$ cat src/hw/pi1_pkg.sv
//------------------------------
// PI1 bus definitions: op codes
// and the word, address and byte-select types.
//------------------------------

package pi1_pkg;

	// Architecture width that sizes every bus vector.
	localparam int ARCHBITSZ = 32;

	// Number of byte-offset bits dropped from a word address.
	localparam int BYTEOFFBITSZ = $clog2(ARCHBITSZ / 8);

	// Bus operation issued by the master for one cycle.
	typedef enum logic [1:0] {
		PI1_OP_IDLE  = 2'b00,
		PI1_OP_WRITE = 2'b01,
		PI1_OP_READ  = 2'b10,
		// Read the old value, then write the new one.
		PI1_OP_SWAP  = 2'b11
	} pi1_op_e;

	// One bus word.
	typedef logic [ARCHBITSZ-1:0] pi1_data_t;

	// Word address.
	typedef logic [ARCHBITSZ-BYTEOFFBITSZ-1:0] pi1_addr_t;

	// Byte enables of a write.
	typedef logic [(ARCHBITSZ/8)-1:0] pi1_sel_t;

endpackage
$ cat src/hw/soc_map_pkg.sv
//------------------------------
// Address map: slave indices, windows,
// device IDs and register offsets.
//------------------------------

package soc_map_pkg;

	// Index of each slave on the decoder.
	typedef logic [1:0] slave_idx_t;

	localparam slave_idx_t S_DEVTBL  = 2'd0;
	localparam slave_idx_t S_GPIO    = 2'd1;
	localparam slave_idx_t S_INVALID = 2'd2;
	localparam int SLAVECOUNT = 3;

	// Base word addresses.
	localparam pi1_pkg::pi1_addr_t DEVTBL_BASE = 30'd0;
	localparam pi1_pkg::pi1_addr_t GPIO_BASE   = 30'd16;

	// Window sizes in words.
	localparam pi1_pkg::pi1_addr_t DEVTBL_MAPSZ  = 30'd16;
	localparam pi1_pkg::pi1_addr_t GPIO_MAPSZ    = 30'd4;
	localparam pi1_pkg::pi1_addr_t INVALID_MAPSZ = 30'd1024;

	// Device IDs as reported in bits 31:1 of a table word.
	typedef logic [30:0] dev_id_t;

	// Table contents, ordered by slave index.
	localparam dev_id_t DEV_ID [SLAVECOUNT] = '{31'd7, 31'd6, 31'd0};
	localparam logic DEV_USEINTR [SLAVECOUNT] = '{1'b0, 1'b1, 1'b0};
	localparam pi1_pkg::pi1_addr_t DEV_MAPSZ [SLAVECOUNT] =
		'{DEVTBL_MAPSZ, GPIO_MAPSZ, INVALID_MAPSZ};

	// Devtbl word offsets; entry k sits at DT_ENTRY+2k and DT_ENTRY+2k+1.
	localparam pi1_pkg::pi1_addr_t DT_CTRL  = 30'd0;
	localparam pi1_pkg::pi1_addr_t DT_ENTRY = 30'd1;

	// GPIO word offsets.
	localparam pi1_pkg::pi1_addr_t GP_IN  = 30'd0;
	localparam pi1_pkg::pi1_addr_t GP_OUT = 30'd1;
	localparam pi1_pkg::pi1_addr_t GP_CHG = 30'd2;

endpackage

$ cat src/hw/pi1_if.sv
//------------------------------
// PI1 link from the decoder to one slave.
//------------------------------

`timescale 1ns/100ps

interface pi1_if;

	// Request, driven by the decoder.
	pi1_pkg::pi1_op_e   op;
	pi1_pkg::pi1_addr_t addr;
	pi1_pkg::pi1_data_t wdata;
	pi1_pkg::pi1_sel_t  sel;

	// Answer, one cycle after the request.
	pi1_pkg::pi1_data_t rdata;
	logic               rdy;

	modport master (
		output op, addr, wdata, sel,
		input  rdata, rdy
	);

	modport slave (
		input  op, addr, wdata, sel,
		output rdata, rdy
	);

endinterface

$ cat src/hw/soc_top.sv
//------------------------------
// SoC housekeeping top: reset sequencer,
// PI1 decoder, slaves, activity dimmer.
//------------------------------

`timescale 1ns/100ps

module soc_top #(
	parameter int RST_CNTR_BITSZ      = 16,
	parameter int ACTIVITY_CNTR_BITSZ = 7,
	parameter int GPIOCOUNT           = 16
) (
	input  logic                 clk100mhz_i,
	input  logic                 rst_p,
	input  pi1_pkg::pi1_op_e     pi1_op_i,
	input  pi1_pkg::pi1_addr_t   pi1_addr_i,
	input  pi1_pkg::pi1_data_t   pi1_data_i,
	input  pi1_pkg::pi1_sel_t    pi1_sel_i,
	input  logic [GPIOCOUNT-1:0] gp_i,
	output pi1_pkg::pi1_data_t   pi1_data_o,
	output logic                 pi1_rdy_o,
	output logic [GPIOCOUNT-1:0] gp_o,
	output logic                 gpio_irq_o,
	output logic                 sys_rst_o,
	output logic                 activity_o
);

	logic sys_rst;
	logic sw_rst0;
	logic sw_rst1;

	logic [ACTIVITY_CNTR_BITSZ-1:0] activity_cntr_q;

	pi1_if devtbl_bus ();
	pi1_if gpio_bus ();

	rst_seq #(
		.RST_CNTR_BITSZ (RST_CNTR_BITSZ)
	) i_rst_seq (
		.clk100mhz_i (clk100mhz_i),
		.rst_p       (rst_p),
		.sw_rst0_i   (sw_rst0),
		.sw_rst1_i   (sw_rst1),
		.sys_rst_o   (sys_rst)
	);

	pi1_decoder i_pi1_decoder (
		.clk100mhz_i (clk100mhz_i),
		.rst_p       (sys_rst),
		.op_i        (pi1_op_i),
		.addr_i      (pi1_addr_i),
		.data_i      (pi1_data_i),
		.sel_i       (pi1_sel_i),
		.data_o      (pi1_data_o),
		.rdy_o       (pi1_rdy_o),
		.devtbl_bus  (devtbl_bus.master),
		.gpio_bus    (gpio_bus.master)
	);

	devtbl i_devtbl (
		.clk100mhz_i (clk100mhz_i),
		.rst_p       (sys_rst),
		.bus         (devtbl_bus.slave),
		.sw_rst0_o   (sw_rst0),
		.sw_rst1_o   (sw_rst1)
	);

	gpio #(
		.GPIOCOUNT (GPIOCOUNT)
	) i_gpio (
		.clk100mhz_i (clk100mhz_i),
		.rst_p       (sys_rst),
		.gp_i        (gp_i),
		.bus         (gpio_bus.slave),
		.gp_o        (gp_o),
		.irq_o       (gpio_irq_o)
	);

	// Hold-off counter dims the indicator: one pulse per window.
	always_ff @(posedge clk100mhz_i) begin
		if (sys_rst) begin
			activity_cntr_q <= '0;
		end else if (|activity_cntr_q) begin
			activity_cntr_q <= activity_cntr_q - 1'b1;
		end else if (pi1_rdy_o) begin
			activity_cntr_q <= '1;
		end
	end

	assign activity_o = pi1_rdy_o && (activity_cntr_q == '0);
	assign sys_rst_o  = sys_rst;

endmodule

$ cat src/hw/gpio.sv
//------------------------------
// GPIO slave with input-change interrupt.
//------------------------------

`timescale 1ns/100ps

module gpio #(
	// At most one bus word of pins.
	parameter int GPIOCOUNT = 16
) (
	input  logic                 clk100mhz_i,
	input  logic                 rst_p,
	input  logic [GPIOCOUNT-1:0] gp_i,
	pi1_if.slave                 bus,
	output logic [GPIOCOUNT-1:0] gp_o,
	output logic                 irq_o
);

	logic [GPIOCOUNT-1:0] sync1_q;
	logic [GPIOCOUNT-1:0] sync2_q;
	logic [GPIOCOUNT-1:0] prev_q;
	logic [GPIOCOUNT-1:0] chg_q;
	logic [GPIOCOUNT-1:0] out_q;
	logic                 irq_q;
	logic                 rdy_q;
	logic                 wr_out;
	logic                 clr_chg;
	pi1_pkg::pi1_data_t   out_merged;
	pi1_pkg::pi1_data_t   rd_word;
	pi1_pkg::pi1_data_t   rdata_q;

	// Two-flop synchronizer, then a copy for edge detection.
	always_ff @(posedge clk100mhz_i) begin
		sync1_q <= gp_i;
		sync2_q <= sync1_q;
		prev_q  <= sync2_q;
	end

	assign wr_out = (bus.addr == soc_map_pkg::GP_OUT) &&
		((bus.op == pi1_pkg::PI1_OP_WRITE) || (bus.op == pi1_pkg::PI1_OP_SWAP));
	assign clr_chg = (bus.addr == soc_map_pkg::GP_CHG) &&
		((bus.op == pi1_pkg::PI1_OP_READ) || (bus.op == pi1_pkg::PI1_OP_SWAP));

	// Byte lanes not selected keep their old value.
	always_comb begin
		out_merged = pi1_pkg::pi1_data_t'(out_q);
		for (int b = 0; b < pi1_pkg::ARCHBITSZ / 8; b++) begin
			if (bus.sel[b]) begin
				out_merged[b*8 +: 8] = bus.wdata[b*8 +: 8];
			end
		end
	end

	always_comb begin
		case (bus.addr)
			soc_map_pkg::GP_IN:  rd_word = pi1_pkg::pi1_data_t'(sync2_q);
			soc_map_pkg::GP_OUT: rd_word = pi1_pkg::pi1_data_t'(out_q);
			soc_map_pkg::GP_CHG: rd_word = pi1_pkg::pi1_data_t'(chg_q);
			default:             rd_word = '0;
		endcase
	end

	// A change seen in the clearing cycle survives the clear.
	always_ff @(posedge clk100mhz_i) begin
		if (rst_p) begin
			out_q <= '0;
			chg_q <= '0;
			irq_q <= 1'b0;
			rdy_q <= 1'b0;
		end else begin
			if (wr_out) begin
				out_q <= out_merged[GPIOCOUNT-1:0];
			end
			chg_q <= (clr_chg ? '0 : chg_q) | (sync2_q ^ prev_q);
			irq_q <= |chg_q;
			rdy_q <= (bus.op != pi1_pkg::PI1_OP_IDLE);
		end
	end

	always_ff @(posedge clk100mhz_i) begin
		if (bus.op != pi1_pkg::PI1_OP_IDLE) begin
			rdata_q <= rd_word;
		end
	end

	assign bus.rdata = rdata_q;
	assign bus.rdy   = rdy_q;
	assign gp_o      = out_q;
	assign irq_o     = irq_q;

	// A synchronized input change raises the interrupt two cycles later.
	a_irq_status: assert property (@(posedge clk100mhz_i)
		(!rst_p && (sync2_q != prev_q)) ##1 !rst_p |=> irq_o);

endmodule

$ cat src/hw/devtbl.sv
//------------------------------
// Device table and software reset register.
//------------------------------

`timescale 1ns/100ps

module devtbl (
	input  logic  clk100mhz_i,
	input  logic  rst_p,
	pi1_if.slave  bus,
	output logic  sw_rst0_o,
	output logic  sw_rst1_o
);

	logic [1:0]         rst_bits_q;
	pi1_pkg::pi1_data_t rd_word;
	pi1_pkg::pi1_data_t rdata_q;
	logic               rdy_q;
	logic               wr_en;

	// Table lookup; unused words read as zero.
	always_comb begin
		rd_word = '0;
		if (bus.addr == soc_map_pkg::DT_CTRL) begin
			rd_word = {30'd0, rst_bits_q};
		end
		for (int k = 0; k < soc_map_pkg::SLAVECOUNT; k++) begin
			if (bus.addr == soc_map_pkg::DT_ENTRY + pi1_pkg::pi1_addr_t'(2 * k)) begin
				rd_word = {soc_map_pkg::DEV_ID[k], soc_map_pkg::DEV_USEINTR[k]};
			end
			if (bus.addr == soc_map_pkg::DT_ENTRY + pi1_pkg::pi1_addr_t'(2 * k + 1)) begin
				rd_word = {2'b00, soc_map_pkg::DEV_MAPSZ[k]};
			end
		end
	end

	assign wr_en = (bus.op == pi1_pkg::PI1_OP_WRITE) || (bus.op == pi1_pkg::PI1_OP_SWAP);

	// Reset bits clear themselves through the system reset they request.
	always_ff @(posedge clk100mhz_i) begin
		if (rst_p) begin
			rst_bits_q <= 2'b00;
		end else if (wr_en && (bus.addr == soc_map_pkg::DT_CTRL)) begin
			rst_bits_q <= bus.wdata[1:0];
		end
	end

	always_ff @(posedge clk100mhz_i) begin
		if (rst_p) begin
			rdy_q <= 1'b0;
		end else begin
			rdy_q <= (bus.op != pi1_pkg::PI1_OP_IDLE);
		end
	end

	// A swap returns the value from before the write.
	always_ff @(posedge clk100mhz_i) begin
		if (bus.op != pi1_pkg::PI1_OP_IDLE) begin
			rdata_q <= rd_word;
		end
	end

	assign bus.rdata = rdata_q;
	assign bus.rdy   = rdy_q;
	assign sw_rst0_o = rst_bits_q[0];
	assign sw_rst1_o = rst_bits_q[1];

endmodule

$ cat src/hw/pi1_decoder.sv
//------------------------------
// PI1 decoder: address routing, answer mux
// and the invalid-address responder.
//------------------------------

`timescale 1ns/100ps

module pi1_decoder (
	input  logic               clk100mhz_i,
	input  logic               rst_p,
	input  pi1_pkg::pi1_op_e   op_i,
	input  pi1_pkg::pi1_addr_t addr_i,
	input  pi1_pkg::pi1_data_t data_i,
	input  pi1_pkg::pi1_sel_t  sel_i,
	output pi1_pkg::pi1_data_t data_o,
	output logic               rdy_o,
	pi1_if.master              devtbl_bus,
	pi1_if.master              gpio_bus
);

	pi1_pkg::pi1_addr_t dt_off;
	pi1_pkg::pi1_addr_t gp_off;
	logic               dt_hit;
	logic               gp_hit;

	soc_map_pkg::slave_idx_t req_idx;
	soc_map_pkg::slave_idx_t ans_idx_q;
	logic                    inv_rdy_q;

	// Offsets within each window; a wrapped offset falls outside the window.
	assign dt_off = addr_i - soc_map_pkg::DEVTBL_BASE;
	assign gp_off = addr_i - soc_map_pkg::GPIO_BASE;
	assign dt_hit = (dt_off < soc_map_pkg::DEVTBL_MAPSZ);
	assign gp_hit = (gp_off < soc_map_pkg::GPIO_MAPSZ);

	always_comb begin
		if (dt_hit) begin
			req_idx = soc_map_pkg::S_DEVTBL;
		end else if (gp_hit) begin
			req_idx = soc_map_pkg::S_GPIO;
		end else begin
			req_idx = soc_map_pkg::S_INVALID;
		end
	end

	// Only the selected slave sees the strobe.
	assign devtbl_bus.op    = (req_idx == soc_map_pkg::S_DEVTBL) ? op_i : pi1_pkg::PI1_OP_IDLE;
	assign devtbl_bus.addr  = dt_off;
	assign devtbl_bus.wdata = data_i;
	assign devtbl_bus.sel   = sel_i;

	assign gpio_bus.op    = (req_idx == soc_map_pkg::S_GPIO) ? op_i : pi1_pkg::PI1_OP_IDLE;
	assign gpio_bus.addr  = gp_off;
	assign gpio_bus.wdata = data_i;
	assign gpio_bus.sel   = sel_i;

	// Remember who answers next cycle. The default responder drops writes.
	always_ff @(posedge clk100mhz_i) begin
		if (rst_p) begin
			ans_idx_q <= soc_map_pkg::S_INVALID;
			inv_rdy_q <= 1'b0;
		end else begin
			ans_idx_q <= req_idx;
			inv_rdy_q <= (op_i != pi1_pkg::PI1_OP_IDLE) &&
				(req_idx == soc_map_pkg::S_INVALID);
		end
	end

	always_comb begin
		case (ans_idx_q)
			soc_map_pkg::S_DEVTBL: begin
				data_o = devtbl_bus.rdata;
				rdy_o  = devtbl_bus.rdy;
			end
			soc_map_pkg::S_GPIO: begin
				data_o = gpio_bus.rdata;
				rdy_o  = gpio_bus.rdy;
			end
			default: begin
				data_o = '0;
				rdy_o  = inv_rdy_q;
			end
		endcase
	end

	// Routing keeps answers from different slaves apart.
	a_one_rdy: assert property (@(posedge clk100mhz_i)
		$onehot0({devtbl_bus.rdy, gpio_bus.rdy, inv_rdy_q}));

endmodule

$ cat src/hw/rst_seq.sv
//------------------------------
// Reset sequencer: stretch counter,
// software resets and power-off latch.
//------------------------------

`timescale 1ns/100ps

module rst_seq #(
	parameter int RST_CNTR_BITSZ = 16
) (
	input  logic clk100mhz_i,
	input  logic rst_p,
	input  logic sw_rst0_i,
	input  logic sw_rst1_i,
	output logic sys_rst_o
);

	logic [RST_CNTR_BITSZ-1:0] rst_cntr_q;
	logic                      pwroff_q;

	logic sw_warm;
	logic sw_cold;
	logic sw_pwroff;

	// Meaning of the two devtbl reset bits.
	assign sw_warm   = !sw_rst0_i && sw_rst1_i;
	assign sw_cold   = sw_rst0_i && sw_rst1_i;
	assign sw_pwroff = sw_rst0_i && !sw_rst1_i;

	// Any reset source reloads the counter, which then drains to zero.
	// Without a device-wide reset primitive a cold reset behaves as a warm one.
	always_ff @(posedge clk100mhz_i) begin
		if (rst_p || sw_warm || sw_cold) begin
			rst_cntr_q <= '1;
		end else if (|rst_cntr_q) begin
			rst_cntr_q <= rst_cntr_q - 1'b1;
		end
	end

	// Power-off holds the system in reset until the external reset.
	always_ff @(posedge clk100mhz_i) begin
		if (rst_p) begin
			pwroff_q <= 1'b0;
		end else if (sw_pwroff) begin
			pwroff_q <= 1'b1;
		end
	end

	assign sys_rst_o = (|rst_cntr_q) || pwroff_q;

	// A power-off request puts the system in reset on the following cycle.
	a_pwroff_holds: assert property (@(posedge clk100mhz_i)
		(sw_pwroff && !rst_p) |=> sys_rst_o);

endmodule

$ cat config.mk
export PLATFORM = sky130hd
export DESIGN_NAME = soc_top
export DESIGN_NICKNAME = d
export VERILOG_FILES = /design/src/hw/pi1_pkg.sv /design/src/hw/soc_map_pkg.sv /design/src/hw/pi1_if.sv /design/src/hw/soc_top.sv /design/src/hw/gpio.sv /design/src/hw/devtbl.sv /design/src/hw/pi1_decoder.sv /design/src/hw/rst_seq.sv
export SDC_FILE = /design/constraint.sdc
export NUM_CORES = 1
export LEC_CHECK = 0
export ABC_AREA = 1
export BUFFER_PORTS_ARGS = -buffer_cell sky130_fd_sc_hd__buf_2
export CAP_MARGIN = 20
export CORE_UTILIZATION = 62
export CTS_CLUSTER_SIZE = 16
export DETAILED_ROUTE_END_ITERATION = 8
export PLACE_DENSITY = 0.87
export SYNTH_ARGS = -nofsm -noshare
export SYNTH_HDL_FRONTEND = slang
export SYNTH_HIERARCHICAL = 1
export SYNTH_SLANG_ARGS = --single-unit
$ cat constraint.sdc
create_clock -name clk100mhz_i -period 9.7 [get_ports clk100mhz_i]
set_input_delay 1.455 -clock clk100mhz_i [delete_from_list [all_inputs] [get_ports clk100mhz_i]]
set_output_delay 1.455 -clock clk100mhz_i [all_outputs]
set_load 0.1 [all_outputs]
==> impl_metrics.env, run 1 <==
export IMPL_cts_inserted_buffers=17
export IMPL_cts_reportedPaths_clkPinSlew_ns=0.06
export IMPL_grt_ovfl_total=0
export IMPL_gp_congestion=0.918
export IMPL_post_place_ws_ns=4.95
export IMPL_clock_fmax_mhz=229
export IMPL_min_path_type="register to register"
export IMPL_dp_cells=1324
export IMPL_initial_utilization_pct=64.8
export IMPL_wl_mm=16.8
export IMPL_cts_root_buffer="clkbuf_16"
export IMPL_hold_buffers=0
export IMPL_stdcell_count=1358
export IMPL_firstDrtPassIters=5
export IMPL_port_buffer_count=103
export IMPL_p_comb_share_pct=5.2
export IMPL_power_switching_mw=0.303
export IMPL_whs_ns=0.327
export IMPL_die_h_um=115
export IMPL_drv_slew=0
export IMPL_reg2reg_to="i_gpio/gp_o[10]"
export IMPL_max_cap_viol_count=0
export IMPL_fin_crit_ns=4.36
export IMPL_hold_path_end="i_gpio/sync2_q[9]"
export IMPL_end_kind="register"
export IMPL_rows=40
export IMPL_worst_slack_ns=5.34
export IMPL_drive_gt1_share_pct=18.9
export IMPL_dp_hpwl_mm=12.1
export IMPL_cts_resized=0
export IMPL_insertion_delay_ns=0.42
export IMPL_pwr_share_clk_pct=49.0
export IMPL_synthCells=1134
export IMPL_finalSetupTns_ns=0
export IMPL_holdPathStages=0
export IMPL_multiInputGateArea_mm2=0.00380
export IMPL_wl_per_cell_um=12.4
export IMPL_startpoint_type="input pin"
export IMPL_tightest_slew_ns=0.950
export IMPL_drc=0
export IMPL_seqCellArea_mm2=0.00290
export IMPL_clk_path_buf_depth=2
export IMPL_ioPinCount=138
export IMPL_reg2reg_setup_slack_ns=7.45
export IMPL_finalClockSkew_ns=0.00955
export IMPL_fin_nets=1267
export IMPL_post_route_util_pct=69.9
export IMPL_worstPathArrival_ns=4.41
export IMPL_hold_viol=0
export IMPL_required_ns=9.75
export IMPL_seqPwrFrac_pct=45.8
export IMPL_yosysWarnings=6
export IMPL_criticalPathCategory="input pin to register"
export IMPL_syn_avg_cell_area_um2=7.01
export IMPL_cts_max_level=4
export IMPL_grt_max_degree=35
export IMPL_drt_iter0_drc=646
export IMPL_ir_worst_vdd_mv=0.120
export IMPL_fillCellCount=967
export IMPL_p_int_mw=0.967
export IMPL_netlist_area_mm2=0.00795
export IMPL_area_growth_pct=7.83
export IMPL_worst_r2r_path_depth=9
export IMPL_vias_per_cell=4.95
export IMPL_netSwitchingFraction_pct=23.9
export IMPL_track_usage_pct=27.2
export IMPL_cts_setup_buffers=0
export IMPL_critical_path_max_fanout=19
export IMPL_vias=6727
export IMPL_period_share_pct=45.0
export IMPL_hold_start="i_gpio/sync1_q[9]"
export IMPL_ant_nets=0
export IMPL_maxSlewHeadroom_pct=36.6
export IMPL_die_area_mm2=0.0133
export IMPL_tritoncts="done"
export IMPL_die_w_um=115
export IMPL_grt_pass1_vias=6211
export IMPL_grt_pass1_wl_mm=28.3
export IMPL_setup_viol=0
export IMPL_grt_antenna_before_repair=0
export IMPL_cellLeakagePower_nw=4.03
export IMPL_grt_setup_unrepaired="no"
export IMPL_reg2reg_from="i_rst_seq/rst_cntr_q[0]"
export IMPL_powerDensity_mw_per_mm2=148
export IMPL_coreArea_mm2=0.0123
export IMPL_status="complete, no violations"
export IMPL_cts_sinks=134
routing by layer:
layer  up-vias  part of all wire [%]  GRT usage, %
li1       3513                     -             -
met1      2932                    44          34.0
met4         0                   1.9          11.3
met2       245                    47          46.2
met3        37                   6.6          5.27
met5         -                     0             0
critical path: stages:
cell     delay, ns
buf_2         0.12
inv_1         0.10
ha_1          0.26
nand2_2       0.14
nor2_4        0.29
nand3_1       0.11
nand2_1       0.12
nand2_1       0.06
nor2_1        0.10
nand2_1       0.07
nor2_2        0.12
nand2_2       0.10
nor2_2        0.70
inv_1         0.13
nand2_1       0.53
stage by stage:
| stage | power, mW | cell area, µm² |
|---|---|---|
| 5_1_grt | 1.31 | 8560 |
| 6_report | 1.27 | 8570 |
| 2_1_floorplan | 0.659 | 8100 |
| 3_5_place_dp | 0.658 | 7970 |
| 4_1_cts | 1.27 | 8550 |
| 3_3_place_gp | 0.656 | 7970 |
power by group through the flow:
stage / logic [mW] / registers (mW) / clock network [mW]
2_1_floorplan: 0.0666 / 0.592 / 0
3_3_place_gp: 0.0627 / 0.593 / 0
3_5_place_dp: 0.0643 / 0.594 / 0
4_1_cts: 0.0650 / 0.582 / 0.627
5_1_grt: 0.0752 / 0.583 / 0.652
6_report: 0.0657 / 0.582 / 0.623
layout make-up:
type,instances,area share [%]
Multi-Input combinational cell,777,44.4
Sequential cell,134,33.9
Timing Repair Buffer,107,6.46
Inverter,139,6.09
Clock buffer,19,5.17
Tap cell,168,2.45
Clock inverter,13,1.55
Antenna cell,1,0.0292
registers in the layout (all words and copies together), names as in the netlist:
name / count
i_devtbl/rst_bits_q: 2
i_pi1_decoder/ans_idx_q: 2
i_gpio/bus.rdata: 16
i_gpio/irq_o: 1
i_devtbl/bus.rdy: 1
activity_cntr_q: 7
i_rst_seq/pwroff_q: 1
i_gpio/sync1_q: 16
i_gpio/bus.rdy: 1
i_gpio/sync2_q: 16
i_devtbl/bus.rdata: 6
i_gpio/prev_q: 16
i_rst_seq/rst_cntr_q: 16
i_gpio/gp_o: 16
i_gpio/chg_q: 16
i_pi1_decoder/inv_rdy_q: 1
worst max path at each step:
stage	startpoint	to	slack, ns	depth (start not counted)
after floorplan	pi1_addr_i[4]	i_gpio/bus.rdata[0]	5.64	17
after global placement	pi1_addr_i[4]	i_gpio/bus.rdata[14]	5.04	17
after detailed placement	pi1_addr_i[4]	i_gpio/bus.rdata[12]	4.95	15
after CTS	pi1_addr_i[4]	i_gpio/bus.rdata[6]	5.40	15
after global routing	pi1_addr_i[4]	i_gpio/bus.rdata[6]	4.93	17
final	pi1_addr_i[4]	i_gpio/bus.rdata[6]	5.34	15
placed cells by master, fill, tap and decap left out, drive strengths merged:
cell,instances
a21oi,24
a22oi,1
a31oi,1
and2,1
buf,107
bufinv,1
clkbuf,19
clkinv,4
conb,42
dfxtp,112
diode,1
edfxtp,22
ha,5
inv,147
nand2,311
nand3,129
nand3b,10
nand4,31
nor2,172
nor3,6
nor3b,1
nor4,5
o21ai,14
or2,5
xnor2,17
xor2,2
Note: power is estimated with default switching activity, not from simulation.
==> inputs of run 2 (changes only) <==
- ABC_AREA: 1 -> 0
- CORE_UTILIZATION: 62 -> 51
- PLACE_DENSITY: 0.87 -> 0.77
- clock period: 9.7 -> 3.8 ns (I/O delays scaled with it)
==> run 2 against run 1 <==
Compared with the run above: the run now ends with slew limit left; count of clock-buffer cells in the layout is 2 higher; clock skew is 0.0023 ns higher; sequential power grew to 2.6 times the previous value; critical path depth is 2 lower; first-iteration DRC count is 46% lower; largest cell class unchanged.
==> impl_metrics.env, run 2 <==
export IMPL_tritoncts="done"
export IMPL_tightest_slew_ns=1.72
export IMPL_ir_worst_vdd_mv=0.352
export IMPL_worstPathCellList="buf_2 > or4_4 > or3_4 > or4_4 > xnor2_2 > nor4_1 > and4_4 > and2_4 > nor4bb_4 > nand4_1 > buf_4 > o21ai_0 > a21oi_1"
export IMPL_wl_mm=16.4
export IMPL_cts_sinks=134
export IMPL_holdPathStages=1
export IMPL_design_area_mm2=0.00839
export IMPL_status="complete, but fails checks"
export IMPL_dp_cells=1033
export IMPL_reg2reg_setup_slack_ns=1.40
export IMPL_hold_viol=0
export IMPL_cts_inserted_buffers=17
export IMPL_grt_max_degree=50
export IMPL_powerDensity_mw_per_mm2=403
export IMPL_grt_pass1_wl_mm=25.8
export IMPL_pwr_share_clk_pct=50.4
export IMPL_cpMaxStageDelayCell="or4_4"
export IMPL_mostFrequentLayoutCells="dfxtp_1, buf_2, nor2_1, a21oi_1, buf_4"
export IMPL_initial_utilization_pct=52.2
export IMPL_die_h_um=121
export IMPL_grt_ovfl_total=0
export IMPL_fin_nets=963
export IMPL_ioPinCount=138
export IMPL_vias_per_cell=5.37
export IMPL_cts_reportedPaths_clkPinSlew_ns=0.06
export IMPL_violations="slew limit"
export IMPL_wl_per_cell_um=15.4
export IMPL_cts_root_buffer="clkbuf_16"
export IMPL_coreArea_mm2=0.0138
export IMPL_criticalPathCategory="input pin to register"
export IMPL_drive_gt1_share_pct=29.0
export IMPL_startpoint_type="input pin"
export IMPL_crit_top_cell="or4_4"
export IMPL_dp_hpwl_mm=11.8
export IMPL_gp_congestion=0.913
export IMPL_fin_crit_ns=3.57
export IMPL_setup_viol=0
export IMPL_ant_nets=0
export IMPL_final_common_cell="dfxtp_1"
export IMPL_firstDrtPassIters=4
export IMPL_cts_max_level=4
export IMPL_netSwitchingFraction_pct=21.2
export IMPL_rows=43
export IMPL_p_comb_share_pct=5.7
export IMPL_reg2reg_to="activity_cntr_q[4]"
export IMPL_period_share_pct=94.0
export IMPL_die_w_um=121
export IMPL_hold_buffers=0
export IMPL_insertion_delay_ns=0.42
export IMPL_p_int_mw=2.67
export IMPL_reg2reg_from="i_rst_seq/rst_cntr_q[0]"
export IMPL_min_path_type="input pin to register"
export IMPL_hold_path_end="i_gpio/sync1_q[0]"
export IMPL_cellLeakagePower_nw=3.18
export IMPL_clock_fmax_mhz=280
export IMPL_hold_start="gp_i[0]"
export IMPL_drt_iter0_drc=351
export IMPL_area_growth_pct=16.4
export IMPL_worst_r2r_path_depth=8
export IMPL_critical_path_max_fanout=8
export IMPL_yosysWarnings=6
export IMPL_vias=5721
export IMPL_end_kind="register"
export IMPL_netlist_area_mm2=0.00721
export IMPL_syn_avg_cell_area_um2=9.18
export IMPL_maxSlewHeadroom_pct=-14.9
export IMPL_power_switching_mw=0.716
export IMPL_max_cap_viol_count=0
export IMPL_stdcell_count=1066
export IMPL_placed_cell_area_mm2=0.00774
export IMPL_synthCells=786
export IMPL_port_buffer_count=103
export IMPL_post_route_util_pct=60.7
export IMPL_grt_antenna_before_repair=1
export IMPL_seqPwrFrac_pct=43.9
export IMPL_drv_slew=16
export IMPL_track_usage_pct=22.8
export IMPL_drc=0
export IMPL_max_stage_delay_ns=0.53
export IMPL_grt_pass1_vias=5219
export IMPL_grt_setup_unrepaired="no"
export IMPL_clk_path_buf_depth=2
export IMPL_required_ns=4.08
export IMPL_die_area_mm2=0.0146
export IMPL_finalClockSkew_ns=0.0119
export IMPL_worstPathArrival_ns=3.85
-- run 2: metal layers --
layer | share of wire [%] | track usage, % | up-vias
met1 | 45 | 29.3 | 2650
met2 | 47 | 36.8 | 182
li1 | - | - | 2864
met5 | 0 | 0 | -
met3 | 6.0 | 5.59 | 25
met4 | 2.0 | 9.10 | 0
-- run 2: how the worst max path moves through the flow --
stage	from	to	depth (start not counted)
final	pi1_addr_i[23]	i_gpio/gp_o[14]	13
after global routing	pi1_addr_i[23]	i_gpio/gp_o[9]	13
after CTS	pi1_addr_i[23]	i_gpio/gp_o[2]	13
after detailed placement	pi1_addr_i[23]	i_gpio/gp_o[2]	13
after global placement	pi1_addr_i[23]	i_gpio/gp_o[12]	13
after floorplan	pi1_addr_i[23]	i_gpio/gp_o[0]	13
-- run 2: cell type report --
type,instances,area [µm²]
Tap cell,180,225
Clock buffer,21,482
Multi-Input combinational cell,549,3600
Sequential cell,134,2900
Clock inverter,11,143
Inverter,11,41.3
Timing Repair Buffer,159,998
Antenna cell,1,2.50
Fill cell,1179,5430
-- run 2: worst max-delay path: cells and delay by family --
kind | cells | cell delay (ns)
AND/OR/NAND/NOR | 8 | 2.53
buffers and inverters | 2 | 0.33
AO/OA/AOI/OAI | 2 | 0.24
XOR/XNOR | 1 | 0.15
-- run 2: through the flow --
step	TNS [ns]	hold slack (ns)	setup WS, ns	power, mW
final	0	0.249	0.227	3.38
after global routing	0	0.234	0.0711	3.50
after global placement	-5.12	0.311	-0.213	1.70
after floorplan	0	0.310	0.0112	1.68
after CTS	0	0.236	0.108	3.40
after detailed placement	-6.36	0.312	-0.317	1.70
-- run 2: timing repair --
action                     CTS  global route
setup buffers                0             0
setup endpoints to repair    0            18
resized for setup            0             5
-- run 2: power groups by stage --
stage / clock network, mW / registers, mW / logic (mW)
detailed placement: 0 / 1.52 / 0.186
finish: 1.71 / 1.49 / 0.193
floorplan: 0 / 1.51 / 0.167
CTS: 1.73 / 1.49 / 0.188
global route: 1.80 / 1.49 / 0.211
global placement: 0 / 1.52 / 0.185
